--- src/common/pc_cfg.svh ---
`ifndef PC_CFG_SVH
`define PC_CFG_SVH

//////////////////////////////////////////////////////////////////////
// host word layout

// one host word from the PC
`define PC_WORD_W 27

// register data and channel chunk data
`define CONF_W 16

// id field of an FPGA-bound word
`define ARRAY_ID_W 6

// BD-bound word fields
`define LEAF_W 6
`define BD_DATA_W 20

//////////////////////////////////////////////////////////////////////
// counts and depths

`define NUM_REGS 33
`define NUM_CHANS 2

// transmissions joined into one channel word
`define CHAN_CHUNKS 2

`define BD_QUEUE_DEPTH 4

// value of every config register after reset
`define CONF_REG_RESET 16'h0000

`endif

--- src/common/pc_pkg.sv ---
`default_nettype none

`include "pc_cfg.svh"

package pc_pkg;

  // raw word as sent by the host
  typedef logic [`PC_WORD_W-1:0] pc_word_t;

  // one register value or one channel chunk
  typedef logic [`CONF_W-1:0] conf_data_t;

  // a full channel word, all chunks joined
  typedef logic [`CHAN_CHUNKS*`CONF_W-1:0] conf_wide_t;

  // register or channel id
  typedef logic [`ARRAY_ID_W-1:0] array_id_t;

  typedef logic [`LEAF_W-1:0] leaf_code_t;
  typedef logic [`BD_DATA_W-1:0] bd_payload_t;

  // decoded word class
  typedef enum logic [1:0] {bd_word, reg_word, chan_word} word_kind_e;

endpackage

`default_nettype wire

--- src/parser/pc_word_parser.sv ---
`default_nettype none

`include "pc_cfg.svh"

module pc_word_parser (
  input  wire logic                              clk,
  input  wire logic                              reset,
  input  wire logic                              word_v,
  input  wire pc_pkg::pc_word_t                  word_d,
  output logic                                   word_a,
  output pc_pkg::conf_data_t [`NUM_REGS-1:0]     conf_regs,
  output logic [`NUM_CHANS-1:0]                  chunk_v,
  output pc_pkg::conf_data_t                     chunk_d,
  input  wire logic [`NUM_CHANS-1:0]             chunk_a,
  output logic                                   bdq_v,
  output pc_pkg::leaf_code_t                     bdq_leaf,
  output pc_pkg::bd_payload_t                    bdq_payload,
  input  wire logic                              bdq_a
);

  import pc_pkg::*;

  localparam int MSB = `PC_WORD_W - 1;
  // channel select taken from the low id bits
  localparam int CHAN_SEL_W = (`NUM_CHANS > 1) ? $clog2(`NUM_CHANS) : 1;

  //////////////////////////////////////////////////////////////////////
  // field split
  //
  // BD word      [ 0 | leaf(6) | payload(20) ]
  // FPGA word    [ 1 | id(6)   | x(4) | data(16) ]
  //
  // ids with both top bits set feed a channel, the rest hit registers

  logic                  is_conf;
  array_id_t             array_id;
  conf_data_t            conf_data;
  leaf_code_t            leaf_code;
  bd_payload_t           bd_payload;
  word_kind_e            word_kind;
  logic [CHAN_SEL_W-1:0] chan_sel;
  logic                  chan_ok;
  logic                  reg_we;

  assign is_conf    = word_d[MSB];
  assign array_id   = word_d[MSB-1 -: `ARRAY_ID_W];
  assign conf_data  = word_d[`CONF_W-1:0];
  assign leaf_code  = word_d[MSB-1 -: `LEAF_W];
  assign bd_payload = word_d[`BD_DATA_W-1:0];

  always_comb begin
    if (!is_conf) begin
      word_kind = bd_word;
    end else if (&array_id[`ARRAY_ID_W-1 -: 2]) begin
      word_kind = chan_word;
    end else begin
      word_kind = reg_word;
    end
  end

  //////////////////////////////////////////////////////////////////////
  // register bank

  // ids past the last register are swallowed
  assign reg_we = word_v && (word_kind == reg_word) && (int'(array_id) < `NUM_REGS);

  always_ff @(posedge clk or posedge reset) begin
    if (reset) begin
      for (int i = 0; i < `NUM_REGS; i++) begin
        conf_regs[i] <= `CONF_REG_RESET;
      end
    end else begin
      for (int i = 0; i < `NUM_REGS; i++) begin
        if (reg_we && int'(array_id) == i) begin
          conf_regs[i] <= conf_data;
        end
      end
    end
  end

  //////////////////////////////////////////////////////////////////////
  // channel routing

  assign chan_sel = array_id[CHAN_SEL_W-1:0];
  // an index with no deserializer behind it is dropped
  assign chan_ok  = int'(chan_sel) < `NUM_CHANS;

  always_comb begin
    for (int i = 0; i < `NUM_CHANS; i++) begin
      chunk_v[i] = word_v && (word_kind == chan_word) && chan_ok && (int'(chan_sel) == i);
    end
  end

  // shared data lines, only the strobed channel takes them
  assign chunk_d = conf_data;

  //////////////////////////////////////////////////////////////////////
  // BD passthrough

  assign bdq_v       = word_v && (word_kind == bd_word);
  assign bdq_leaf    = leaf_code;
  assign bdq_payload = bd_payload;

  //////////////////////////////////////////////////////////////////////
  // input handshake

  // ack follows whichever consumer the word is routed to
  always_comb begin
    word_a = 1'b0;
    if (word_v) begin
      case (word_kind)
        bd_word:   word_a = bdq_a;
        reg_word:  word_a = 1'b1;
        chan_word: word_a = chan_ok ? chunk_a[chan_sel] : 1'b1;
        default:   word_a = 1'b0;
      endcase
    end
  end

  // only one consumer is ever strobed
  a_one_target : assert property (
    @(posedge clk) disable iff (reset)
    $onehot0({chunk_v, bdq_v})
  ) else $error("pc_word_parser: more than one consumer strobed");

endmodule

`default_nettype wire

--- src/source/bd_word_queue.sv ---
`default_nettype none

`include "pc_cfg.svh"

module bd_word_queue (
  input  wire logic                clk,
  input  wire logic                reset,
  input  wire logic                in_v,
  input  wire pc_pkg::leaf_code_t  in_leaf,
  input  wire pc_pkg::bd_payload_t in_payload,
  output logic                     in_a,
  output logic                     out_v,
  output pc_pkg::leaf_code_t       out_leaf,
  output pc_pkg::bd_payload_t      out_payload,
  input  wire logic                out_a
);

  import pc_pkg::*;

  localparam int DEPTH = `BD_QUEUE_DEPTH;
  localparam int PTR_W = (DEPTH > 1) ? $clog2(DEPTH) : 1;
  localparam int CNT_W = $clog2(DEPTH + 1);

  //////////////////////////////////////////////////////////////////////
  // storage and pointers

  leaf_code_t  leaf_mem    [DEPTH];
  bd_payload_t payload_mem [DEPTH];

  logic [PTR_W-1:0] wr_ptr;
  logic [PTR_W-1:0] rd_ptr;
  logic [CNT_W-1:0] count;
  logic             push;
  logic             pop;

  assign in_a  = int'(count) != DEPTH;
  assign out_v = count != '0;
  assign push  = in_v & in_a;
  assign pop   = out_v & out_a;

  // head entry shows straight on the outputs
  assign out_leaf    = leaf_mem[rd_ptr];
  assign out_payload = payload_mem[rd_ptr];

  always_ff @(posedge clk or posedge reset) begin
    if (reset) begin
      wr_ptr <= '0;
      rd_ptr <= '0;
      count  <= '0;
    end else begin
      if (push) begin
        // wrap by hand so odd depths work too
        wr_ptr <= (int'(wr_ptr) == DEPTH - 1) ? '0 : wr_ptr + 1'b1;
      end
      if (pop) begin
        rd_ptr <= (int'(rd_ptr) == DEPTH - 1) ? '0 : rd_ptr + 1'b1;
      end
      if (push && !pop) begin
        count <= count + 1'b1;
      end else if (pop && !push) begin
        count <= count - 1'b1;
      end
    end
  end

  always_ff @(posedge clk) begin
    if (push) begin
      leaf_mem[wr_ptr]    <= in_leaf;
      payload_mem[wr_ptr] <= in_payload;
    end
  end

  // occupancy stays in range and agrees with the pointer distance
  a_no_xflow : assert property (
    @(posedge clk) disable iff (reset)
    (int'(count) <= DEPTH) &&
    ((int'(wr_ptr) - int'(rd_ptr) + DEPTH) % DEPTH == int'(count) % DEPTH)
  ) else $error("bd_word_queue: occupancy overflow or underflow");

endmodule

`default_nettype wire

--- src/source/conf_chan_deser.sv ---
`default_nettype none

`include "pc_cfg.svh"

module conf_chan_deser (
  input  wire logic               clk,
  input  wire logic               reset,
  input  wire logic               chunk_v,
  input  wire pc_pkg::conf_data_t chunk_d,
  output logic                    chunk_a,
  output logic                    chan_v,
  output pc_pkg::conf_wide_t      chan_d,
  input  wire logic               chan_a
);

  import pc_pkg::*;

  localparam int CNT_W = (`CHAN_CHUNKS > 1) ? $clog2(`CHAN_CHUNKS) : 1;

  //////////////////////////////////////////////////////////////////////
  // chunk gathering

  logic [CNT_W-1:0] cnt;
  logic             full;
  conf_wide_t       data_q;
  logic             chunk_take;
  logic             last_chunk;

  // no new chunks while the joined word waits
  assign chunk_a    = ~full;
  assign chunk_take = chunk_v & chunk_a;
  assign last_chunk = int'(cnt) == `CHAN_CHUNKS - 1;

  assign chan_v = full;
  assign chan_d = data_q;

  always_ff @(posedge clk or posedge reset) begin
    if (reset) begin
      cnt  <= '0;
      full <= 1'b0;
    end else begin
      if (chunk_take) begin
        if (last_chunk) begin
          cnt  <= '0;
          full <= 1'b1;
        end else begin
          cnt <= cnt + 1'b1;
        end
      end else if (chan_v && chan_a) begin
        full <= 1'b0;
      end
    end
  end

  // first chunk lands low, later chunks stack upward
  always_ff @(posedge clk) begin
    if (chunk_take) begin
      data_q[cnt*`CONF_W +: `CONF_W] <= chunk_d;
    end
  end

  //////////////////////////////////////////////////////////////////////
  // checks

  // a waiting word stays up and unchanged until taken
  a_chan_hold : assert property (
    @(posedge clk) disable iff (reset)
    chan_v && !chan_a |=> chan_v && $stable(chan_d)
  ) else $error("conf_chan_deser: channel word dropped or changed before ack");

endmodule

`default_nettype wire

--- src/source/pc_config_top.sv ---
`default_nettype none

`include "pc_cfg.svh"

module pc_config_top (
  input  wire logic                          clk,
  input  wire logic                          reset,
  input  wire logic                          stall,
  input  wire logic                          pc_in_v,
  input  wire pc_pkg::pc_word_t              pc_in_d,
  output logic                               pc_in_a,
  output pc_pkg::conf_data_t [`NUM_REGS-1:0] conf_regs,
  output logic [`NUM_CHANS-1:0]              chan_v,
  output pc_pkg::conf_wide_t [`NUM_CHANS-1:0] chan_d,
  input  wire logic [`NUM_CHANS-1:0]         chan_a,
  output logic                               bd_v,
  output pc_pkg::leaf_code_t                 bd_leaf,
  output pc_pkg::bd_payload_t                bd_payload,
  input  wire logic                          bd_a
);

  import pc_pkg::*;

  //////////////////////////////////////////////////////////////////////
  // input side

  logic                  word_v;
  pc_word_t              word_d;
  logic                  word_a;

  pc_input_stage u_pc_input_stage (
    .clk     (clk),
    .reset   (reset),
    .stall   (stall),
    .pc_in_v (pc_in_v),
    .pc_in_d (pc_in_d),
    .pc_in_a (pc_in_a),
    .word_v  (word_v),
    .word_d  (word_d),
    .word_a  (word_a)
  );

  //////////////////////////////////////////////////////////////////////
  // parser and register bank

  logic [`NUM_CHANS-1:0] chunk_v;
  conf_data_t            chunk_d;
  logic [`NUM_CHANS-1:0] chunk_a;
  logic                  bdq_v;
  leaf_code_t            bdq_leaf;
  bd_payload_t           bdq_payload;
  logic                  bdq_a;

  pc_word_parser u_pc_word_parser (
    .clk         (clk),
    .reset       (reset),
    .word_v      (word_v),
    .word_d      (word_d),
    .word_a      (word_a),
    .conf_regs   (conf_regs),
    .chunk_v     (chunk_v),
    .chunk_d     (chunk_d),
    .chunk_a     (chunk_a),
    .bdq_v       (bdq_v),
    .bdq_leaf    (bdq_leaf),
    .bdq_payload (bdq_payload),
    .bdq_a       (bdq_a)
  );

  //////////////////////////////////////////////////////////////////////
  // output side

  // one deserializer per channel, all share chunk_d
  for (genvar i = 0; i < `NUM_CHANS; i++) begin : g_chan
    conf_chan_deser u_conf_chan_deser (
      .clk     (clk),
      .reset   (reset),
      .chunk_v (chunk_v[i]),
      .chunk_d (chunk_d),
      .chunk_a (chunk_a[i]),
      .chan_v  (chan_v[i]),
      .chan_d  (chan_d[i]),
      .chan_a  (chan_a[i])
    );
  end

  bd_word_queue u_bd_word_queue (
    .clk         (clk),
    .reset       (reset),
    .in_v        (bdq_v),
    .in_leaf     (bdq_leaf),
    .in_payload  (bdq_payload),
    .in_a        (bdq_a),
    .out_v       (bd_v),
    .out_leaf    (bd_leaf),
    .out_payload (bd_payload),
    .out_a       (bd_a)
  );

endmodule

`default_nettype wire

--- src/source/pc_input_stage.sv ---
`default_nettype none

module pc_input_stage (
  input  wire logic             clk,
  input  wire logic             reset,
  input  wire logic             stall,
  input  wire logic             pc_in_v,
  input  wire pc_pkg::pc_word_t pc_in_d,
  output logic                  pc_in_a,
  output logic                  word_v,
  output pc_pkg::pc_word_t      word_d,
  input  wire logic             word_a
);

  import pc_pkg::*;

  //////////////////////////////////////////////////////////////////////
  // one-entry holding register

  logic     full;
  pc_word_t data_q;
  logic     take;

  // held word is hidden while stalled
  assign word_v = full & ~stall;
  assign word_d = data_q;

  // consumer takes the word this cycle
  assign take = word_v & word_a;

  // room when empty, or when the held word leaves now
  assign pc_in_a = ~full | take;

  always_ff @(posedge clk or posedge reset) begin
    if (reset) begin
      full <= 1'b0;
    end else if (pc_in_v && pc_in_a) begin
      full <= 1'b1;
    end else if (take) begin
      full <= 1'b0;
    end
  end

  // data only moves when a new word comes in
  always_ff @(posedge clk) begin
    if (pc_in_v && pc_in_a) begin
      data_q <= pc_in_d;
    end
  end

  //////////////////////////////////////////////////////////////////////
  // checks

  // offered word must not change until it is acked
  a_word_stable : assert property (
    @(posedge clk) disable iff (reset)
    word_v && !word_a |=> $stable(word_d)
  ) else $error("pc_input_stage: word_d changed while waiting for ack");

endmodule

`default_nettype wire

--- config.mk ---
export PLATFORM = sky130hd
export DESIGN_NAME = pc_config_top
export DESIGN_NICKNAME = d
export VERILOG_FILES = /design/src/common/pc_pkg.sv /design/src/parser/pc_word_parser.sv /design/src/source/bd_word_queue.sv /design/src/source/conf_chan_deser.sv /design/src/source/pc_config_top.sv /design/src/source/pc_input_stage.sv
export VERILOG_INCLUDE_DIRS = /design/src /design/src/common
export SDC_FILE = /design/constraint.sdc
export NUM_CORES = 1
export LEC_CHECK = 0
export ABC_AREA = 1
export ABC_CLOCK_PERIOD_IN_PS = 54800
export BUFFER_PORTS_ARGS = -buffer_cell sky130_fd_sc_hd__buf_2
export CORE_AREA = 3 3 254 256
export CTS_CLUSTER_SIZE = 40
export DETAILED_ROUTE_END_ITERATION = 12
export DIE_AREA = 0 0 257 259
export PLACE_DENSITY = 0.73
export SLEW_MARGIN = 20
export SYNTH_ARGS = -nofsm -noshare
export SYNTH_HDL_FRONTEND = slang
export SYNTH_SLANG_ARGS = --single-unit
--- constraint.sdc ---
create_clock -name clk -period 54.8 [get_ports clk]
set_input_delay 10.96 -clock clk [delete_from_list [all_inputs] [get_ports clk]]
set_output_delay 10.96 -clock clk [all_outputs]
set_load 0.01 [all_outputs]
* After elaboration in Yosys (flattened, before gate mapping) *
Memories as Yosys holds them, arrays and structs flattened.
Cells that the tools add are included.

cells by class
  add/sub/neg operators = 8
  magnitude comparators = 2
  equal/unequal tests = 39
  shifts and indexed selects = 4
  mux-type cells = 24
  bitwise logic cells = 12
  reduce and logical (&&, ||, !) cells = 56

operator list
  cell                      number
  $eq 6x6->1 const B        17
  $neg 5->34                2
  $shift 16x34->32 const A  2
  $shiftx 16x34->32         2
  $bwmux 32                 2
  $eq 6x5->1 const B        8
  $logic_and 1x1->1         44
  $eq 6x4->1 const B        4
  $mux 1                    15
  $eq 6x3->1 const B        2
  $mux 2                    4
  $reduce_bool 2->1         4
  $and 1x1->1               6
  $eq 2x1->1 const B        3
  $eq 6x2->1 const B        1
  $logic_not 6->1           1
  $lt 6x6->1 const B        1
  $mux 3                    2
  $reduce_and 2->1          3
  $not 1->1                 5
  $add 2x1->2 const B       2
  $ne 2x1->1 const B        2
  $add 3x1->3 const B       1
  $ne 3x3->1 const B        1
  other kinds (9)           11

word-level totals
  bits in registers = 631
  bits in writable memories = 104
  logic and storage cells = 191
  memories kept = 2

memory list
  memory                       words  width  read ports  clocked after Yosys merged registers in  write ports  line                 source
  u_bd_word_queue.payload_mem  4      20     1           0                                        1            bd_word_queue.sv:28  bd_payload_t payload_mem [DEPTH];
  u_bd_word_queue.leaf_mem     4      6      1           0                                        1            bd_word_queue.sv:27  leaf_code_t leaf_mem [DEPTH];

* Logic depth before layout (Yosys ltp) *
Gate-level depths: netlist (run 1).

  depth in word-level cells = 10
  mapped depth = 11
  depth with buffers taken out = 11

* Cells and area by module *
From an unflattened synthesis (run 1), not the netlist that was laid out.

unflattened totals
  cell total of the unflattened synthesis = 3184
  area, all modules = 30890.9 um^2

modules (own cells, without submodules)
  module           times used  cells an instance  area an instance (um^2)  seq. area each (um^2)
  pc_word_parser   1           2554               22625.4                  13212.7
  bd_word_queue    1           363                4694.5                   3298.2
  conf_chan_deser  2           115                1347.5                   1011.0
  pc_input_stage   1           37                 875.8                    835.8

* Worst setup path before layout (run 1) *
OpenSTA, ideal clock, no wires.

  kind = input port to output port
  from = in stall
  to = out pc_in_a
  data arrival time = 11468 ps
  setup slack = 32372 ps
  stages = 5
  path buffers = 0
  path through = inv_1 nand2_1 nor2_1 nand2_1 nand3_1

between the ends
  longest elaborated chain between the ends = 5

RTL lines
  element             line                   source
  start: declaration  pc_config_top.sv:8     input wire logic stall,
  $not 1->1 (*)       pc_input_stage.sv:25   assign word_v = full & ~stall;
  $and 1x1->1 (*)     pc_input_stage.sv:25
  $mux 1              pc_word_parser.sv:110  if (word_v) begin
  $and 1x1->1 (*)     pc_input_stage.sv:29   assign take = word_v & word_a;
  $or 1x1->1 (*)      pc_input_stage.sv:32   assign pc_in_a = ~full | take;
  end: declaration    pc_config_top.sv:11    output logic pc_in_a,

Mark *: on every way between the ends. The rest lies on a longest branch, timed or not.

* Final worst setup path (run 1) *
Ends and elaborated chain as after synthesis.

==> metrics.md, run 1 <==
| Metric | Value |
|---|---|
| Max-Cap Viols | `0` |
| # fillers | `5305` |
| RSZ-0062 raised after global routing | `no` |
| Worst setup endpoint | `pc_in_a` |
| Netlist cell types | `27` |
| WP buf/inv | `3` |
| Slew headroom | `23.1%` |
| Initial antenna violation count | `0` |
| Root buf cell | `clkbuf_16` |
| Net Count, Synth | `between 3000 and 4000` |
| Clock latency on the worst-skew pair | `620 ps` |
| Simple-Gate Fraction of Synth Area | `about a quarter` |
| Leak Pwr | `~19 nW` |
| Layout cells sized above 1 | `24.1%` |
| DRT antenna net count | `0` |
| Starting Density | `around 49%` |
| Largest net degree at the start of global routing | `213` |
| Worst r2r dst | `u_pc_word_parser.conf_regs[491]` |
| Hold WC Path Type | `reg2reg` |
| Die area | `0.0666 mm^2` |
| CP max FO | `7` |
| H-tree Lvls | `3` |
| Clk slew on worst S/H paths | `~60 ps` |
| CP endpoint kind | `primary output` |
| Reg-to-Reg Start | `u_pc_input_stage.word_d[24]` |
| DRC Markers | `0` |
| Final core utilization | `approximately three fifths` |
| Count of pins over their slew limit | `0` |
| Footprint of the multi-input gates | `roughly 0.0094 mm^2` |
| CTS tree | `yes` |
| Synth Cell Area | `0.0307 mm^2` |
| Final Instance Area | `0.0368 mm^2` |
| Clock sink total | `approximately 740` |
| Post-CTS setup buffers | `0` |
| Placeable Area | `0.0627 mm^2` |
| Slowest stage delay, CP | `approximately 270 ps` |
| Hold Slack | `465 ps` |
| Seq/Total Area, Yosys | `63.1%` |
| Drt initial violations | `2562` |
| Worst reg-to-reg path cell count | `10` |
| CP Cell Sequence | `buf_2 -> inv_1 -> nand2_1 -> nor2_1 -> nand2_1 -> nand3_1 -> buf_2` |
| XOR/XNOR share of the synthesized area | `0.0570%` |
| Post-synthesis compound-gate area fraction | `5.45%` |
| Vias | `approximately 26000` |
| Port Buf Inserts | `655` |
| Reg area | `0.0194 mm^2` |
| Average wire per cell in the routed design | `between 20 and 25 um` |
| Pwr Total | `between 1 and 1.5 mW` |
| Cell area after placement | `0.0342 mm^2` |
| Worst-margin pin slew | `1150 ps` |
| CP Launch Point | `stall` |
| Fin. Hold Viols | `0` |
| Syn_area_per_cell | `roughly 9.9 um^2` |
| Global Route Usage Sum | `30.3%` |
| Largest family of logic cells by synthesized area | `simple AND/OR/NAND/NOR gates` |
| Largest delay share family, worst path | `simple AND/OR/NAND/NOR gates` |
| Critical path type | `in2out` |
| Vias per cell | `5.65` |
| Post-synthesis adder-cell area fraction | `0.310%` |
| Synth Instances | `approximately 3100` |
| First-pass GRT wire length | `154000 um` |
| Final setup viols | `0` |
| Final net count | `~3600` |
| Global route overflow | `0` |
| Startpoint Class | `primary input` |
| Area grow syn2layout | `19.9%` |
| DIE WIDTH | `257 um` |
| Post-synthesis mux area share | `0%` |
| Arrival @ worst endpoint | `11960 ps` |
| PD cells | `just under 40 mW/mm^2` |
| DP Wirelength | `62800 um` |
| Peak VDD IR | `0.0000305 V` |
| Fmax | `0.0436 GHz` |
| Final Wtd Congestion | `about 0.8` |
| IO Pins | `656` |
| Die height | `259 um` |
| Row count | `about 90` |
| Synthesis Warnings | `0` |
| Num CTS Buffers | `77` |
| Drt first pass iters | `6` |
| Vias in the first global route | `24379` |
| Final wirelength | `104000 um` |
| Count of state elements after synthesis | `735` |
| Crit path depth | `7` |
| TNS Setup | `0 ps` |
| Clk buf depth | `3` |
| Slack of the worst reg-to-reg path | `49760 ps` |
| Worst endpoint required time | `43840 ps` |
| Hold bufs inserted after CTS | `0` |
| Fin crit period | `22920 ps` |
| Resize count post-CTS | `0` |
| Critical-path top delay cell | `nand2_1` |
| Fin crit share | `between 40% and 50%` |
| Status | `completed` |
| Worst-case clock skew | `between 20 and 30 ps` |
cell usage after synthesis:
library cell | instances | area share, %
buf_2 | 130 | 2.1
nor2_4 | 7 | 0.26
clkinv_1 | 1 | 0.012
inv_1 | 206 | 2.5
xor2_1 | 1 | 0.029
nand3b_1 | 1 | 0.024
clkbuf_1 | 121 | 1.5
nand2_1 | 950 | 12
o21bai_1 | 130 | 3.2
o21ai_0 | 103 | 1.7
nand3_1 | 19 | 0.31
buf_1 | 25 | 0.31
a21oi_1 | 4 | 0.065
xnor2_1 | 1 | 0.029
fa_1 | 1 | 0.065
ha_1 | 6 | 0.24
buf_6 | 1 | 0.037
nand3_2 | 18 | 0.59
dfrtp_1 | 540 | 44
edfxtp_1 | 195 | 19
nand2_2 | 2 | 0.041
buf_4 | 7 | 0.17
nor2_1 | 113 | 1.4
o22ai_1 | 26 | 0.53
nand4_1 | 482 | 9.8
inv_2 | 3 | 0.037
nor2_2 | 20 | 0.41
where the power goes:
part           switching (mW)  internal, mW  total, mW
logic                   0.198        0.0787      0.276
registers              0.0265         0.615      0.641
clock network           0.220         0.318      0.539
total                   0.444          1.01       1.46
layer usage:
layer | routed length (um) | GRT usage, %
met5 | 0 | 0
met4 | 6020 | 16.3
met3 | 10500 | 7.60
met2 | 47000 | 45.5
met1 | 40400 | 40.8
logic make-up after synthesis:
family / count (synthesis)
buf+inv: 494
simple gates: 1612
fa+ha+maj: 7
compound gates: 263
xor+xnor: 2
flops: 735
worst reg2reg max path, delay by kind of cell (launching register included):
kind	cells	cell delay [ps]
buffers and inverters	4	2920
flip-flops	1	550
AND/OR/NAND/NOR	6	1470
flip-flops by register name, indices dropped and copies added, names as in the netlist:
signal and count:
u_pc_word_parser.conf_regs 528, u_bd_word_queue.payload_mem 80, g_chan.u_conf_chan_deser.chan_d 64, u_pc_input_stage.word_d 27
u_bd_word_queue.leaf_mem 24, u_bd_word_queue.count 3, g_chan.u_conf_chan_deser.chan_v 2, g_chan.u_conf_chan_deser.cnt 2
u_bd_word_queue.rd_ptr 2, u_bd_word_queue.wr_ptr 2, u_pc_input_stage.full 1
metrics by stage:
stage / instances / worst slack [ps]
2_1_floorplan: 3113 / 28750
3_3_place_gp: 4374 / 31890
3_5_place_dp: 4374 / 31900
4_1_cts: 4514 / 31890
5_1_grt: 4514 / 31760
6_report: 4516 / 31880
cell type report:
class                   instances  area share (%)
diodes                          2          0.0136
clock buffers                 109            6.08
clock inverters                31           0.978
inverters                     210            2.16
multi-input cells            1884            25.4
flip-flops and latches        735            52.6
well taps                     846            2.87
repair buffers                699            9.87
worst min-delay path by stage:
stage / to / cells after the start / slack (ps) / start
after floorplan: u_bd_word_queue.payload_mem[0][16] / 0 / 460 / u_pc_input_stage.word_d[16]
after global placement: u_pc_word_parser.conf_regs[454] / 2 / 450 / u_pc_word_parser.conf_regs[454]
after detailed placement: u_pc_word_parser.conf_regs[221] / 2 / 450 / u_pc_word_parser.conf_regs[221]
after CTS: u_pc_word_parser.conf_regs[133] / 2 / 470 / u_pc_word_parser.conf_regs[133]
after global routing: u_pc_word_parser.conf_regs[240] / 2 / 480 / u_pc_word_parser.conf_regs[240]
final: u_pc_word_parser.conf_regs[211] / 2 / 460 / u_pc_word_parser.conf_regs[211]
cells in the final DEF (no fill, tap or decap), types with 18 or more instances in the layout:
cell type	instances
edfxtp_1	195
nand4_1	482
dfrtp_1	540
buf_2	655
o22ai_1	26
nor2_2	30
buf_4	42
nand3_2	18
inv_1	205
o21bai_1	130
nand3_1	19
clkbuf_16	79
o21ai_0	103
nand2_1	949
nor2_1	99
Note: power is estimated with default switching activity, not from simulation.
==> run 2, diff against run 1 <==
--- a/config.mk
+++ b/config.mk
@@ -7,13 +7,13 @@
 export NUM_CORES = 1
 export LEC_CHECK = 0
 export ABC_AREA = 1
-export ABC_CLOCK_PERIOD_IN_PS = 54800
+export ABC_CLOCK_PERIOD_IN_PS = 20800
 export BUFFER_PORTS_ARGS = -buffer_cell sky130_fd_sc_hd__buf_2
-export CORE_AREA = 3 3 254 256
+export CORE_MARGIN = 3
+export CORE_UTILIZATION = 49
 export CTS_CLUSTER_SIZE = 40
 export DETAILED_ROUTE_END_ITERATION = 12
-export DIE_AREA = 0 0 257 259
-export PLACE_DENSITY = 0.73
+export PLACE_DENSITY = 0.76
 export SLEW_MARGIN = 20
 export SYNTH_ARGS = -nofsm -noshare
 export SYNTH_HDL_FRONTEND = slang
==> constraint.sdc (replaced) <==
create_clock -name clk -period 20.8 [get_ports clk]
set_input_delay 4.16 -clock clk [delete_from_list [all_inputs] [get_ports clk]]
set_output_delay 4.16 -clock clk [all_outputs]
set_load 0.01 [all_outputs]
==> run 2 against run 1 <==
Non-clock buffer count rose by 6. Combinational power rose to 2.6 times the previous value. Critical path depth is the same. First-iteration DRC count rose by 16%. Cell area is 0.17% higher. Critical path type unchanged. Critical endpoint unchanged.
==> metrics.md, run 2 (synthesized netlist as in run 1, its figures left out) <==
| Metric | Value |
|---|---|
| Commonest cells after routing, fill and taps aside | `nand2_1, buf_2, dfrtp_1, nand4_1, inv_1 (unchanged)` |
| Sw power | `1.19 mW (was 444 uW)` |
| DP Wirelength | `63700 um (was 62800 um)` |
| Hold WC Path Type | `reg2reg (unchanged)` |
| H-tree Lvls | `3 (unchanged)` |
| Reg area | `0.0194 mm^2 (unchanged)` |
| Leak Pwr | `18.9 nW (about the same)` |
| First-pass GRT wire length | `156000 um (was 154000 um)` |
| CP endpoint kind | `primary output (unchanged)` |
| Sw Share | `30.9% (was 30.5%)` |
| Critical path type | `in2out (unchanged)` |
| Count of pins over their slew limit | `0 (unchanged)` |
| Starting Density | `49.7% (was 49.0%)` |
| Fin. Hold Viols | `0 (unchanged)` |
| Fmax | `0.106 GHz` |
| RSZ-0062 raised after global routing | `no (unchanged)` |
| Resize count post-CTS | `0 (unchanged)` |
| Pint | `2.66 mW (was 1.01 mW)` |
| Layout cells sized above 1 | `24.1% (about the same)` |
| Register share of total power | `44.0% (about the same)` |
| Clk buf depth | `3 (unchanged)` |
| # fillers | `5105 (was 5305)` |
| CP Launch Point | `stall (unchanged)` |
| Clock sink total | `735 (unchanged)` |
| Logic pwr share | `18.7% (was 19.0%)` |
| Fin crit period | `9400 ps` |
| Cell area after placement | `0.0342 mm^2 (about the same)` |
| Die area | `0.0657 mm^2 (was 0.0666 mm^2)` |
| Final Instance Area | `0.0369 mm^2 (was 0.0368 mm^2)` |
| DRT antenna net count | `0 (unchanged)` |
| DRC Markers | `0 (unchanged)` |
| Placeable Area | `0.0618 mm^2 (was 0.0627 mm^2)` |
| Peak VDD IR | `0.0000706 V (was 0.0000305 V)` |
| Footprint of the multi-input gates | `0.00936 mm^2 (was 0.00937 mm^2)` |
| Average wire per cell in the routed design | `23.1 um (was 23.0 um)` |
| Final wirelength | `104000 um (about the same)` |
| CP max FO | `7 (unchanged)` |
| Top reg by flops | `u_pc_word_parser.conf_regs (unchanged)` |
| Worst endpoint required time | `16640 ps (was 43840 ps)` |
| Hold bufs inserted after CTS | `0 (unchanged)` |
| Final Wtd Congestion | `0.831 (was 0.819)` |
| DIE WIDTH | `256 um (was 257 um)` |
| Final net count | `3654 (was 3648)` |
| Post-CTS setup buffers | `0 (unchanged)` |
| TNS Setup | `0 ps (unchanged)` |
| Place WS | `11420 ps (was 31900 ps)` |
| Final setup viols | `0 (unchanged)` |
| CTS tree | `yes (unchanged)` |
| Global route overflow | `0 (unchanged)` |
| Worst-case clock skew | `31.4 ps (was 26.7 ps)` |
| Status | `completed (unchanged)` |
| Vias in the first global route | `24423 (was 24379)` |
| Row count | `91 (was 92)` |
| Arrival @ worst endpoint | `5240 ps (was 11960 ps)` |
| Largest register FFs | `528 (unchanged)` |
| Clock latency on the worst-skew pair | `640 ps (was 620 ps)` |
| IO Pins | `656 (unchanged)` |
| Initial antenna violation count | `0 (unchanged)` |
| Fin crit share | `45.2%` |
| Final WS setup | `11400 ps (was 31880 ps)` |
| Root buf cell | `clkbuf_16 (unchanged)` |
| Vias per cell | `5.74 (was 5.65)` |
| Startpoint Class | `primary input (unchanged)` |
| Clock power share | `37.2% (was 37.0%)` |
| Drt initial violations | `2961 (was 2562)` |
| Area grow syn2layout | `20.1% (was 19.9%)` |
| Hold Crit Start | `u_pc_word_parser.conf_regs[251] (was u_pc_word_parser.conf_regs[211])` |
| Drt first pass iters | `5 (was 6)` |
| Worst-margin pin slew | `1190 ps (was 1150 ps)` |
| Die height | `256 um (was 259 um)` |
| Most common cell after layout, fill and taps aside | `nand2_1 (unchanged)` |
| Reg-to-Reg Start | `u_pc_input_stage.word_d[20] (was u_pc_input_stage.word_d[24])` |
| Vias | `25905 (was 25531)` |
| Largest net degree at the start of global routing | `231 (was 213)` |
| Slew headroom | `20.9% (was 23.1%)` |
| Num CTS Buffers | `77 (unchanged)` |
| Clk slew on worst S/H paths | `60 ps (about the same)` |
| Max-Cap Viols | `0 (unchanged)` |
| PD cells | `104 mW/mm^2 (was 39.5 mW/mm^2)` |
| Global Route Usage Sum | `30.9% (was 30.3%)` |
| Port Buf Inserts | `655 (unchanged)` |
## run 2: final cells by class
type | instances | area share (%)
Antenna cell | 2 | 0.0136
Clock buffer | 109 | 5.88
Clock inverter | 35 | 1.20
Inverter | 210 | 2.16
Multi-Input combinational cell | 1884 | 25.4
Sequential cell | 735 | 52.5
Tap cell | 837 | 2.84
Timing Repair Buffer | 705 | 10.0
## run 2: critical path, cell delays in order
cell and delay (ps):
buf_2 110, inv_1 90, nand2_1 100, nor2_1 100, nand2_1 270, nand3_1 240
buf_2 170
## run 2: power groups by stage
stage	registers [mW]	clock network, mW	logic (mW)
final	1.70	1.43	0.722
after global routing	1.71	1.51	0.777
after CTS	1.69	1.45	0.715
after detailed placement	1.72	0	0.713
after global placement	1.72	0	0.699
after floorplan	1.75	0	0.363
## run 2: worst paths after layout
kind | slack, ps | to | cells past startpoint
min in group asynchronous | 3670 | u_pc_word_parser.conf_regs[270] | 2
worst min-delay path | 460 | u_pc_word_parser.conf_regs[251] | 2
worst max-delay path | 11400 | pc_in_a | 7
worst min register to register | 460 | u_pc_word_parser.conf_regs[251] | 2
max in group asynchronous | 14610 | u_pc_word_parser.conf_regs[58] | 4
worst max register to register | 16060 | u_pc_word_parser.conf_regs[47] | 8
## run 2: metal layers
layer  share of wire [%]  track usage (%)  up-vias  wire (um)
li1                    -                -    11494          -
met1                  38             41.4    12561      40000
met2                  45             46.8     1554      46800
met3                  11             7.64      296      11500
met4                 5.9             16.7        0       6180
met5                   0                0        -          0
## run 2: through the flow
stage	hold WS [ps]	instances	util, %	power (mW)
floorplan	459	3113	-	2.11
global placement	449	4370	55.4	2.42
detailed placement	453	4370	55.4	2.43
CTS	468	4514	59.6	3.86
global route	484	4515	59.7	3.99
finish	465	4517	59.7	3.85
